`src/source/host_link_pkg.sv`:
```
package host_link_pkg;

	typedef logic [7:0] byte_t;
	typedef logic [31:0] word_t;
	typedef logic signed [15:0] sample_t;
	typedef logic [4:0] idx_t;
	typedef logic signed [23:0] vcxo_err_t;
	typedef logic [5:0] dac_flags_t;
	typedef logic [10:0] cic_rate_t;

	typedef enum logic [2:0]
	{
		IDLE,
		WR_PARAMS,
		RD_STATUS,
		WR_TX_IQ,
		BUS_ECHO,
		RD_INFO
	} link_state_t;

	// Opcodes seen with the sync strobe
	localparam byte_t OP_BUS_TEST = 8'd0;
	localparam byte_t OP_SET_PARAMS = 8'd1;
	localparam byte_t OP_GET_STATUS = 8'd2;
	localparam byte_t OP_TX_IQ = 8'd3;
	localparam byte_t OP_GET_INFO = 8'd8;

	localparam idx_t LEN_PARAMS = 5'd20;
	localparam idx_t LEN_STATUS = 5'd8;
	localparam idx_t LEN_TX_IQ = 5'd8;
	localparam idx_t LEN_INFO = 5'd3;

	localparam word_t DEF_NCO_FREQ = 32'd242347;
	localparam byte_t DEF_GAIN = 8'd32;
	localparam byte_t DEF_CTRL_FLAGS = 8'b0001_0001; // rx1 and adc_shdn
	localparam cic_rate_t DEF_CIC_RATE = 11'd640;

	localparam byte_t INFO_BYTE0 = 8'd2;
	localparam byte_t INFO_BYTE1 = 8'd3;
	localparam byte_t INFO_BYTE2 = 8'd4;

	localparam sample_t PEAK_MIN_INIT = 16'sd32000;
	localparam sample_t PEAK_MAX_INIT = -16'sd32000;

	// Indexed by the 2-bit rate code
	localparam cic_rate_t CIC_RATE_TAB [0:3] = '{11'd160, 11'd320, 11'd640, 11'd1280};

endpackage

```
`src/source/host_cmd_fsm.sv`:
```
`timescale 1ns/100ps

module host_cmd_fsm
	import host_link_pkg::*;
(
	input logic adcclk_in,
	input logic ADC_MINMAX_RESET,
	input logic bus_sync,
	input byte_t bus_in,
	input logic last,
	input logic snap_ack,
	output link_state_t state,
	output logic active,
	output idx_t cmd_len,
	output logic snap_req
);

	logic start_status;
	logic snap_pend;
	logic issue;

	assign start_status = bus_sync && (bus_in == OP_GET_STATUS);
	assign issue = !snap_req && !snap_ack && (start_status || snap_pend);
	assign active = (state != IDLE);

	always_ff @(posedge adcclk_in)
	begin
		if (ADC_MINMAX_RESET)
		begin
			state <= IDLE;
			cmd_len <= '0;
		end
		else if (bus_sync) // New command, also aborts the old one
		begin
			case (bus_in)
				OP_BUS_TEST:
				begin
					state <= BUS_ECHO;
					cmd_len <= '0; // Unbounded
				end
				OP_SET_PARAMS:
				begin
					state <= WR_PARAMS;
					cmd_len <= LEN_PARAMS;
				end
				OP_GET_STATUS:
				begin
					state <= RD_STATUS;
					cmd_len <= LEN_STATUS;
				end
				OP_TX_IQ:
				begin
					state <= WR_TX_IQ;
					cmd_len <= LEN_TX_IQ;
				end
				OP_GET_INFO:
				begin
					state <= RD_INFO;
					cmd_len <= LEN_INFO;
				end
				default:
				begin
					state <= IDLE;
					cmd_len <= '0;
				end
			endcase
		end
		else if (last && (state != BUS_ECHO))
			state <= IDLE;
	end

	// Requesting side of the snapshot handshake
	always_ff @(posedge adcclk_in)
	begin
		if (ADC_MINMAX_RESET)
		begin
			snap_req <= 1'b0;
			snap_pend <= 1'b0;
		end
		else
		begin
			if (snap_req && snap_ack)
				snap_req <= 1'b0;
			else if (issue)
				snap_req <= 1'b1;
			snap_pend <= (snap_pend || start_status) && !issue; // Wait for ack low
		end
	end

	a_req_after_ack_low : assert property (@(posedge adcclk_in)
		disable iff (ADC_MINMAX_RESET) $rose(snap_req) |-> !$past(snap_ack));

endmodule

```
`src/source/byte_counter.sv`:
```
`timescale 1ns/100ps

module byte_counter
	import host_link_pkg::*;
(
	input logic adcclk_in,
	input logic ADC_MINMAX_RESET,
	input logic bus_sync,
	input logic active,
	input idx_t cmd_len,
	output idx_t byte_idx,
	output logic last
);

	always_ff @(posedge adcclk_in)
	begin
		if (ADC_MINMAX_RESET)
			byte_idx <= '0;
		else if (bus_sync)
			byte_idx <= '0;
		else if (active)
			byte_idx <= byte_idx + 5'd1; // Wraps during bus test
	end

	// Terminal index of the current command
	assign last = active && (byte_idx == idx_t'(cmd_len - 5'd1));

endmodule

```
`src/source/control_regs.sv`:
```
`timescale 1ns/100ps

module control_regs
	import host_link_pkg::*;
(
	input logic adcclk_in,
	input logic ADC_MINMAX_RESET,
	input logic bus_sync,
	input byte_t bus_in,
	input link_state_t state,
	input idx_t byte_idx,
	output byte_t ctrl_flags,
	output word_t nco1_freq,
	output word_t nco2_freq,
	output word_t tx_nco_freq,
	output byte_t cicfir_gain,
	output byte_t tx_cicfir_gain,
	output byte_t dac_gain,
	output sample_t adc_offset,
	output byte_t vcxo_correction,
	output dac_flags_t dac_flags,
	output cic_rate_t rx_cic_rate,
	output word_t tx_i,
	output word_t tx_q,
	output logic tx_iq_valid
);

	// Replace one byte of a word, pos 0 is the MSB
	function automatic word_t set_byte(input word_t w, input logic [1:0] pos, input byte_t b);
		word_t r;
		r = w;
		r[(3 - pos) * 8 +: 8] = b;
		return r;
	endfunction

	always_ff @(posedge adcclk_in)
	begin
		if (ADC_MINMAX_RESET)
		begin
			ctrl_flags <= DEF_CTRL_FLAGS;
			nco1_freq <= DEF_NCO_FREQ;
			nco2_freq <= DEF_NCO_FREQ;
			tx_nco_freq <= DEF_NCO_FREQ;
			cicfir_gain <= DEF_GAIN;
			tx_cicfir_gain <= DEF_GAIN;
			dac_gain <= DEF_GAIN;
			adc_offset <= '0;
			vcxo_correction <= '0;
			dac_flags <= '0;
			rx_cic_rate <= DEF_CIC_RATE;
			tx_i <= '0;
			tx_q <= '0;
			tx_iq_valid <= 1'b0;
		end
		else if (bus_sync)
		begin
			if (bus_in == OP_TX_IQ)
				tx_iq_valid <= 1'b0; // Sample pair being replaced
		end
		else if (state == WR_PARAMS)
		begin
			case (byte_idx)
				5'd0:
				begin
					ctrl_flags <= bus_in;
					if (!bus_in[2]) // TX off flushes the TX chain
					begin
						tx_i <= '0;
						tx_q <= '0;
						tx_iq_valid <= 1'b1;
					end
				end
				5'd1, 5'd2, 5'd3, 5'd4: nco1_freq <= set_byte(nco1_freq, 2'(byte_idx - 5'd1), bus_in);
				5'd5, 5'd6, 5'd7, 5'd8: nco2_freq <= set_byte(nco2_freq, 2'(byte_idx - 5'd5), bus_in);
				5'd9: cicfir_gain <= bus_in;
				5'd10: tx_cicfir_gain <= bus_in;
				5'd11: dac_gain <= bus_in;
				5'd12: adc_offset[15:8] <= bus_in;
				5'd13: adc_offset[7:0] <= bus_in;
				5'd14: vcxo_correction <= bus_in;
				5'd15:
				begin
					dac_flags <= bus_in[5:0];
					rx_cic_rate <= CIC_RATE_TAB[bus_in[7:6]];
				end
				5'd16, 5'd17, 5'd18, 5'd19: tx_nco_freq <= set_byte(tx_nco_freq, byte_idx[1:0], bus_in);
				default: ;
			endcase
		end
		else if (state == WR_TX_IQ)
		begin
			if (byte_idx[2]) // Q first, then I
				tx_i <= set_byte(tx_i, byte_idx[1:0], bus_in);
			else
				tx_q <= set_byte(tx_q, byte_idx[1:0], bus_in);
			if (byte_idx == 5'd7)
				tx_iq_valid <= 1'b1;
		end
	end

endmodule

```
`src/source/adc_peak_tracker.sv`:
```
`timescale 1ns/100ps

module adc_peak_tracker
	import host_link_pkg::*;
(
	input logic adcclk_in,
	input logic ADC_MINMAX_RESET,
	input sample_t adc_in,
	input logic snap_req,
	output logic snap_ack,
	output sample_t snap_min,
	output sample_t snap_max
);

	sample_t cur_min;
	sample_t cur_max;
	logic take;

	assign take = snap_req && !snap_ack;

	always_ff @(posedge adcclk_in)
	begin
		if (ADC_MINMAX_RESET)
		begin
			cur_min <= PEAK_MIN_INIT;
			cur_max <= PEAK_MAX_INIT;
			snap_ack <= 1'b0;
		end
		else if (take)
		begin
			// New window starts from this sample
			cur_min <= adc_in;
			cur_max <= adc_in;
			snap_ack <= 1'b1;
		end
		else
		begin
			if (!snap_req)
				snap_ack <= 1'b0;
			if (adc_in < cur_min)
				cur_min <= adc_in;
			if (adc_in > cur_max)
				cur_max <= adc_in;
		end
	end

	always_ff @(posedge adcclk_in)
	begin
		if (take)
		begin
			snap_min <= cur_min; // Window up to the previous edge
			snap_max <= cur_max;
		end
	end

	a_ack_needs_req : assert property (@(posedge adcclk_in)
		disable iff (ADC_MINMAX_RESET) $rose(snap_ack) |-> $past(snap_req));

endmodule

```
`src/source/readback_mux.sv`:
```
`timescale 1ns/100ps

module readback_mux
	import host_link_pkg::*;
(
	input logic adcclk_in,
	input logic ADC_MINMAX_RESET,
	input link_state_t state,
	input idx_t byte_idx,
	input byte_t bus_in,
	input logic adc_otr,
	input logic dac_otr,
	input sample_t snap_min,
	input sample_t snap_max,
	input vcxo_err_t vcxo_err,
	output byte_t bus_out,
	output logic bus_oe
);

	byte_t status_byte;
	byte_t info_byte;

	always_comb
	begin
		case (byte_idx)
			5'd0: status_byte = {6'b0, dac_otr, adc_otr};
			5'd1: status_byte = snap_min[15:8];
			5'd2: status_byte = snap_min[7:0];
			5'd3: status_byte = snap_max[15:8];
			5'd4: status_byte = snap_max[7:0];
			5'd5: status_byte = vcxo_err[23:16];
			5'd6: status_byte = vcxo_err[15:8];
			default: status_byte = vcxo_err[7:0];
		endcase
		case (byte_idx)
			5'd0: info_byte = INFO_BYTE0;
			5'd1: info_byte = INFO_BYTE1;
			default: info_byte = INFO_BYTE2;
		endcase
	end

	always_ff @(posedge adcclk_in)
	begin
		if (ADC_MINMAX_RESET)
			bus_oe <= 1'b0;
		else
			bus_oe <= (state == RD_STATUS) || (state == RD_INFO) ||
				((state == BUS_ECHO) && !byte_idx[0]); // Drive in the odd slot
	end

	always_ff @(posedge adcclk_in)
	begin
		case (state)
			RD_STATUS: bus_out <= status_byte;
			RD_INFO: bus_out <= info_byte;
			BUS_ECHO:
				if (!byte_idx[0])
					bus_out <= bus_in; // Held through the odd index
			default: ;
		endcase
	end

endmodule

```
`src/source/host_link_top.sv`:
```
`timescale 1ns/100ps

module host_link_top
	import host_link_pkg::*;
(
	input logic adcclk_in,
	input logic ADC_MINMAX_RESET,
	input logic bus_sync,
	input byte_t bus_in,
	input sample_t adc_in,
	input logic adc_otr,
	input logic dac_otr,
	input vcxo_err_t vcxo_err,
	output byte_t bus_out,
	output logic bus_oe,
	output byte_t ctrl_flags,
	output word_t nco1_freq,
	output word_t nco2_freq,
	output word_t tx_nco_freq,
	output byte_t cicfir_gain,
	output byte_t tx_cicfir_gain,
	output byte_t dac_gain,
	output sample_t adc_offset,
	output byte_t vcxo_correction,
	output dac_flags_t dac_flags,
	output cic_rate_t rx_cic_rate,
	output word_t tx_i,
	output word_t tx_q,
	output logic tx_iq_valid
);

	link_state_t state;
	logic active;
	idx_t cmd_len;
	idx_t byte_idx;
	logic last;
	logic snap_req;
	logic snap_ack;
	sample_t snap_min;
	sample_t snap_max;

	host_cmd_fsm u_fsm
	(
		.adcclk_in(adcclk_in),
		.ADC_MINMAX_RESET(ADC_MINMAX_RESET),
		.bus_sync(bus_sync),
		.bus_in(bus_in),
		.last(last),
		.snap_ack(snap_ack),
		.state(state),
		.active(active),
		.cmd_len(cmd_len),
		.snap_req(snap_req)
	);

	byte_counter u_cnt
	(
		.adcclk_in(adcclk_in),
		.ADC_MINMAX_RESET(ADC_MINMAX_RESET),
		.bus_sync(bus_sync),
		.active(active),
		.cmd_len(cmd_len),
		.byte_idx(byte_idx),
		.last(last)
	);

	control_regs u_regs
	(
		.adcclk_in(adcclk_in),
		.ADC_MINMAX_RESET(ADC_MINMAX_RESET),
		.bus_sync(bus_sync),
		.bus_in(bus_in),
		.state(state),
		.byte_idx(byte_idx),
		.ctrl_flags(ctrl_flags),
		.nco1_freq(nco1_freq),
		.nco2_freq(nco2_freq),
		.tx_nco_freq(tx_nco_freq),
		.cicfir_gain(cicfir_gain),
		.tx_cicfir_gain(tx_cicfir_gain),
		.dac_gain(dac_gain),
		.adc_offset(adc_offset),
		.vcxo_correction(vcxo_correction),
		.dac_flags(dac_flags),
		.rx_cic_rate(rx_cic_rate),
		.tx_i(tx_i),
		.tx_q(tx_q),
		.tx_iq_valid(tx_iq_valid)
	);

	adc_peak_tracker u_peak
	(
		.adcclk_in(adcclk_in),
		.ADC_MINMAX_RESET(ADC_MINMAX_RESET),
		.adc_in(adc_in),
		.snap_req(snap_req),
		.snap_ack(snap_ack),
		.snap_min(snap_min),
		.snap_max(snap_max)
	);

	readback_mux u_rdmux
	(
		.adcclk_in(adcclk_in),
		.ADC_MINMAX_RESET(ADC_MINMAX_RESET),
		.state(state),
		.byte_idx(byte_idx),
		.bus_in(bus_in),
		.adc_otr(adc_otr),
		.dac_otr(dac_otr),
		.snap_min(snap_min),
		.snap_max(snap_max),
		.vcxo_err(vcxo_err),
		.bus_out(bus_out),
		.bus_oe(bus_oe)
	);

endmodule

```
`config.mk`:
```
export PLATFORM = sky130hd
export DESIGN_NAME = host_link_top
export DESIGN_NICKNAME = d
export VERILOG_FILES = /design/src/source/host_link_pkg.sv /design/src/source/host_cmd_fsm.sv /design/src/source/byte_counter.sv /design/src/source/control_regs.sv /design/src/source/adc_peak_tracker.sv /design/src/source/readback_mux.sv /design/src/source/host_link_top.sv
export SDC_FILE = /design/constraint.sdc
export NUM_CORES = 1
export LEC_CHECK = 0
export BUFFER_PORTS_ARGS = -buffer_cell sky130_fd_sc_hd__buf_2
export CAP_MARGIN = 30
export CELL_PAD_IN_SITES_DETAIL_PLACEMENT = 0
export CELL_PAD_IN_SITES_GLOBAL_PLACEMENT = 1
export CORE_MARGIN = 3
export CORE_UTILIZATION = 41
export CTS_CLUSTER_SIZE = 40
export DETAILED_ROUTE_END_ITERATION = 6
export GPL_TIMING_DRIVEN = 0
export HOLD_SLACK_MARGIN = 0.02
export PLACE_DENSITY_LB_ADDON = 0.12
export SLEW_MARGIN = 20
export SYNTH_ARGS = -nofsm -noshare
export SYNTH_HDL_FRONTEND = slang
export SYNTH_SLANG_ARGS = --single-unit
```
`constraint.sdc`:
```
create_clock -name adcclk_in -period 3.2 [get_ports adcclk_in]
set_clock_uncertainty 0.2 [all_clocks]
set_input_delay 0.48 -clock adcclk_in [delete_from_list [all_inputs] [get_ports adcclk_in]]
set_output_delay 0.48 -clock adcclk_in [all_outputs]
set_load 0.05 [all_outputs]
```
==> results.tsv <==
stage	metric	value	unit
final_layout	multi_input_area	6120	um^2
synthesis	ys_warn_count	0	
final_layout	fillCellCount	3131	
place	gp_congestion	0.852	
place	hpwlAfterDp	33.0	mm
sta	setup-tns-final	0	ns
pwr	p_total	8800	uW
routing	ant_nets	0	
clock_network	cts_tree	done	
global_route	first_global_vias	11000	
sta	slew_headroom	0.393	
routing	drt_wl_total	44.8	mm
pwr	p_leak	0.00704	uW
setup_path	reg2reg_to	u_regs.tx_nco_freq[4]$_SDFFE_PP0P_	
synthesis	yosysSeqAreaShare	0.505	
final_layout	drive_gt1_frac	0.229	
sta	post-route-min-period	3.07	ns
place	dpl.cell_count	2151	
global_route	grt_pass1_wl	66.6	mm
routing	drtPass1Iterations	7	
setup_path	r2r-start	u_cnt.byte_idx[0]$_SDFFE_PP0N_	
setup_path	cp.arrival	3.25	ns
final_layout	instances_no_fill	2216	
floorplanning	core_area	31800	um^2
worst_hold_path	min_path_type	input port to register	
global_route	antenna_found_initial	2	
pwr	power.density	530	nW/um^2
clock_network	clk_latency	0.52	ns
synthesis	synth_ff_type	dfxtp_1	
clock_network	path_clk_slew	0.06	ns
setup_path	crit_chain	clkbuf_4 -> clkinvlp_4 -> ha_1 -> buf_2 -> or4_1 -> and4_2 -> nand2_2 -> buf_2 -> nor3_1 -> a21oi_1 -> nor2_1	
final_layout	nets	1849	
routing	route.detailed.drc	0	
clock_network	cts_sinks	316	
setup_path	cp_data_required_time	3.38	ns
worst_hold_path	hold_depth	3	
synthesis	synthMuxAreaShare	0.0769	
final_layout	n_antenna_cell	0	
floorplanning	fp.dieW	186	um
setup_path	slowest_delay	0.42	ns
sta	final-setup-viol-count	0	
setup_path	r2r_slack	0.13	ns
routing	drtIter0Drc	906	
synthesis	yosys.area_share.simple	0.191	
floorplanning	die-area	34700	um^2
synthesis	synth.cell_area	13300	um^2
run_status	status	finished, final reports clean	
sta	maxSlewViolCount	0	
sta	hold_violations	0	
routing	wl_per_cell	20.2	um
worst_hold_path	hold_end	u_peak.cur_max[12]$_SDFFE_PP0P_	
sta	fin_crit_sh	0.958	
sta	rsz0062_at_grt	yes	
synthesis	syn_area_per_cell	9.36	um^2
synthesis	synth-adder-area-share	0.0385	
pwr	ir_drop	0.289	mV
global_route	track_usage	0.250	
sta	worst_slew_pin_slew	0.911	ns
clock_network	cts_buffer_depth	3	
floorplanning	rows	65	
place	io_buffers	288	
floorplanning	die_h	186	um
routing	via_count	11700	
clock_network	cts_buffers	36	
setup_path	critPathKind	register to register	
clock_network	cts_max_level	2	
synthesis	synth-edff-count	40	
synthesis	synthArstFlopShare	0	
run	maxCapViolCount	0	
worst_hold_path	hp-start	adc_in[12]	
routing	via_per_inst	5.27	
setup_path	start_kind	register	
synthesis	synth_compound_area_frac	0.139	
floorplanning	start_util	0.419	
synthesis	synth_cell_type_count	63	
global_route	overflow	0	
setup_path	cp_slowest_cell	or4_1	
setup_path	worstPathMaxFanout	10	
global_route	grt_max_degree	34	
setup_path	ff2ff_path_depth	11	
final_layout	syn_to_final_growth	24.6	%
setup_path	cp_common_cell	buf_2	
clock_network	cts_root_buf	clkbuf_16	
synthesis	synth_top_family_by_area	simple AND/OR/NAND/NOR gates	
synthesis	ys_ff_latch	316	
final_layout	seq_area	6730	um^2
floorplanning	num_io_pins	296	
synthesis	netlist_instances	1423	
setup_path	end_kind	register	
synthesis	synth_xor_area_frac	0.00460	
sta	fmax	0.326	GHz
-- cells in the final DEF (no fill, tap or decap), types with 6 or more instances in the layout --
cell type,count
mux2i_1,100
a21oi_1,81
edfxtp_1,40
a211o_1,38
buf_4,9
nand4_1,6
nor3_1,33
nor2_1,228
nand2_1,104
and2_1,7
clkbuf_1,88
clkbuf_16,37
nor2b_1,13
a22oi_1,70
buf_2,294
a32oi_1,16
nand3_1,42
inv_1,42
o21ai_0,26
clkbuf_8,8
nor2_2,7
nand2b_1,54
dfxtp_1,276
ha_1,40
-- synthesized netlist by cell type (7+ instances only) --
library cell	number	share of area
dfxtp_1	276	0.41
nor2_1	235	0.066
nand2_1	109	0.031
mux2i_1	100	0.075
clkbuf_1	83	0.023
a21oi_1	82	0.031
a22oi_1	70	0.039
nand2b_1	54	0.025
inv_1	44	0.012
nand3_1	42	0.016
ha_1	41	0.039
edfxtp_1	40	0.090
a211o_1	38	0.025
nor3_1	34	0.013
o21ai_0	27	0.010
a32oi_1	16	0.011
nor2b_1	13	0.0061
o21ai_1	8	0.0030
and2_1	7	0.0033
-- through the flow --
step                      area, um^2   util  worst slack, ns  hold WS, ns
after global placement         15300  0.482           -0.782        0.222
after detailed placement       15300  0.482           -0.769        0.234
after global routing           16600  0.522          -0.0560       0.0578
after floorplan                13300      -            0.359        0.208
after CTS                      16500  0.520           0.0229       0.0456
final                          16600  0.522            0.133       0.0608
-- timing repair --
item | CTS | global route
resized for setup | 25 | 19
setup endpoints to repair | 176 | 137
hold buffers | 0 | 0
setup buffers | 1 | 2
-- critical path: cells and delay by family, from the launching register on --
kind	cells	cell delay, ns
AND/OR/NAND/NOR	5	1.07
buffers and inverters	4	0.88
AO/OA/AOI/OAI	1	0.14
flip-flops	1	0.41
adder cells (fa/ha/maj)	1	0.24
-- per-layer routing --
layer | GRT usage | up-vias | wire length, um
met5 | 0 | - | 40
met2 | 0.403 | 388 | 20500
met3 | 0.0531 | 63 | 3210
met4 | 0.0575 | 4 | 843
met1 | 0.348 | 5599 | 20200
li1 | - | 5621 | -
-- layout make-up --
class / instances / share of cell area
timing repair buffer: 292 / 0.0887
buffer: 99 / 0.0264
tap: 435 / 0.0328
clock inverter: 6 / 0.00226
multi-input combinational: 966 / 0.369
sequential: 316 / 0.405
inverter: 44 / 0.0102
clock buffer: 58 / 0.0654
-- sequential cells by signal (all words and copies together) (netlist names), 8 cells and up --
name and flops:
u_regs.nco1_freq 32, u_regs.tx_nco_freq 32, u_peak.snap_max 16, u_peak.snap_min 16, u_regs.tx_cicfir_gain 8, u_regs.dac_gain 8, u_regs.tx_i 32, u_peak.cur_min 16
u_regs.adc_offset 16, u_rdmux.bus_out 8, u_regs.nco2_freq 32, u_peak.cur_max 16, u_regs.vcxo_correction 8, u_regs.tx_q 32, u_regs.ctrl_flags 8, u_regs.cicfir_gain 8
-- worst max path at each step --
stage / from / to / cells past startpoint
after CTS: u_cnt.byte_idx[0]$_SDFFE_PP0N_ / u_regs.nco1_freq[19]$_SDFFE_PP0P_ / 9
after floorplan: u_cnt.byte_idx[0]$_SDFFE_PP0N_ / u_regs.tx_nco_freq[21]$_SDFFE_PP0P_ / 11
after detailed placement: u_cnt.byte_idx[0]$_SDFFE_PP0N_ / u_regs.tx_q[20]$_SDFFE_PP0P_ / 11
after global placement: u_cnt.byte_idx[0]$_SDFFE_PP0N_ / u_regs.tx_q[30]$_SDFFE_PP0P_ / 11
after global routing: u_cnt.byte_idx[0]$_SDFFE_PP0N_ / u_regs.tx_i[31]$_SDFFE_PP0P_ / 10
final: u_cnt.byte_idx[0]$_SDFFE_PP0N_ / u_regs.tx_nco_freq[4]$_SDFFE_PP0P_ / 11
-- logic make-up after synthesis --
family	count (synthesis)
mux	101
xor+xnor	7
flops	316
simple gates	543
compound gates	269
buf+inv	145
other cells	1
fa+ha+maj	41
-- power breakdown --
group	internal [uW]	switching, uW	total [uW]
registers	4090	56.3	4150
clock network	2320	1620	3940
logic	270	437	707
total	6680	2110	8800
Note: power is estimated with default switching activity, not from simulation.
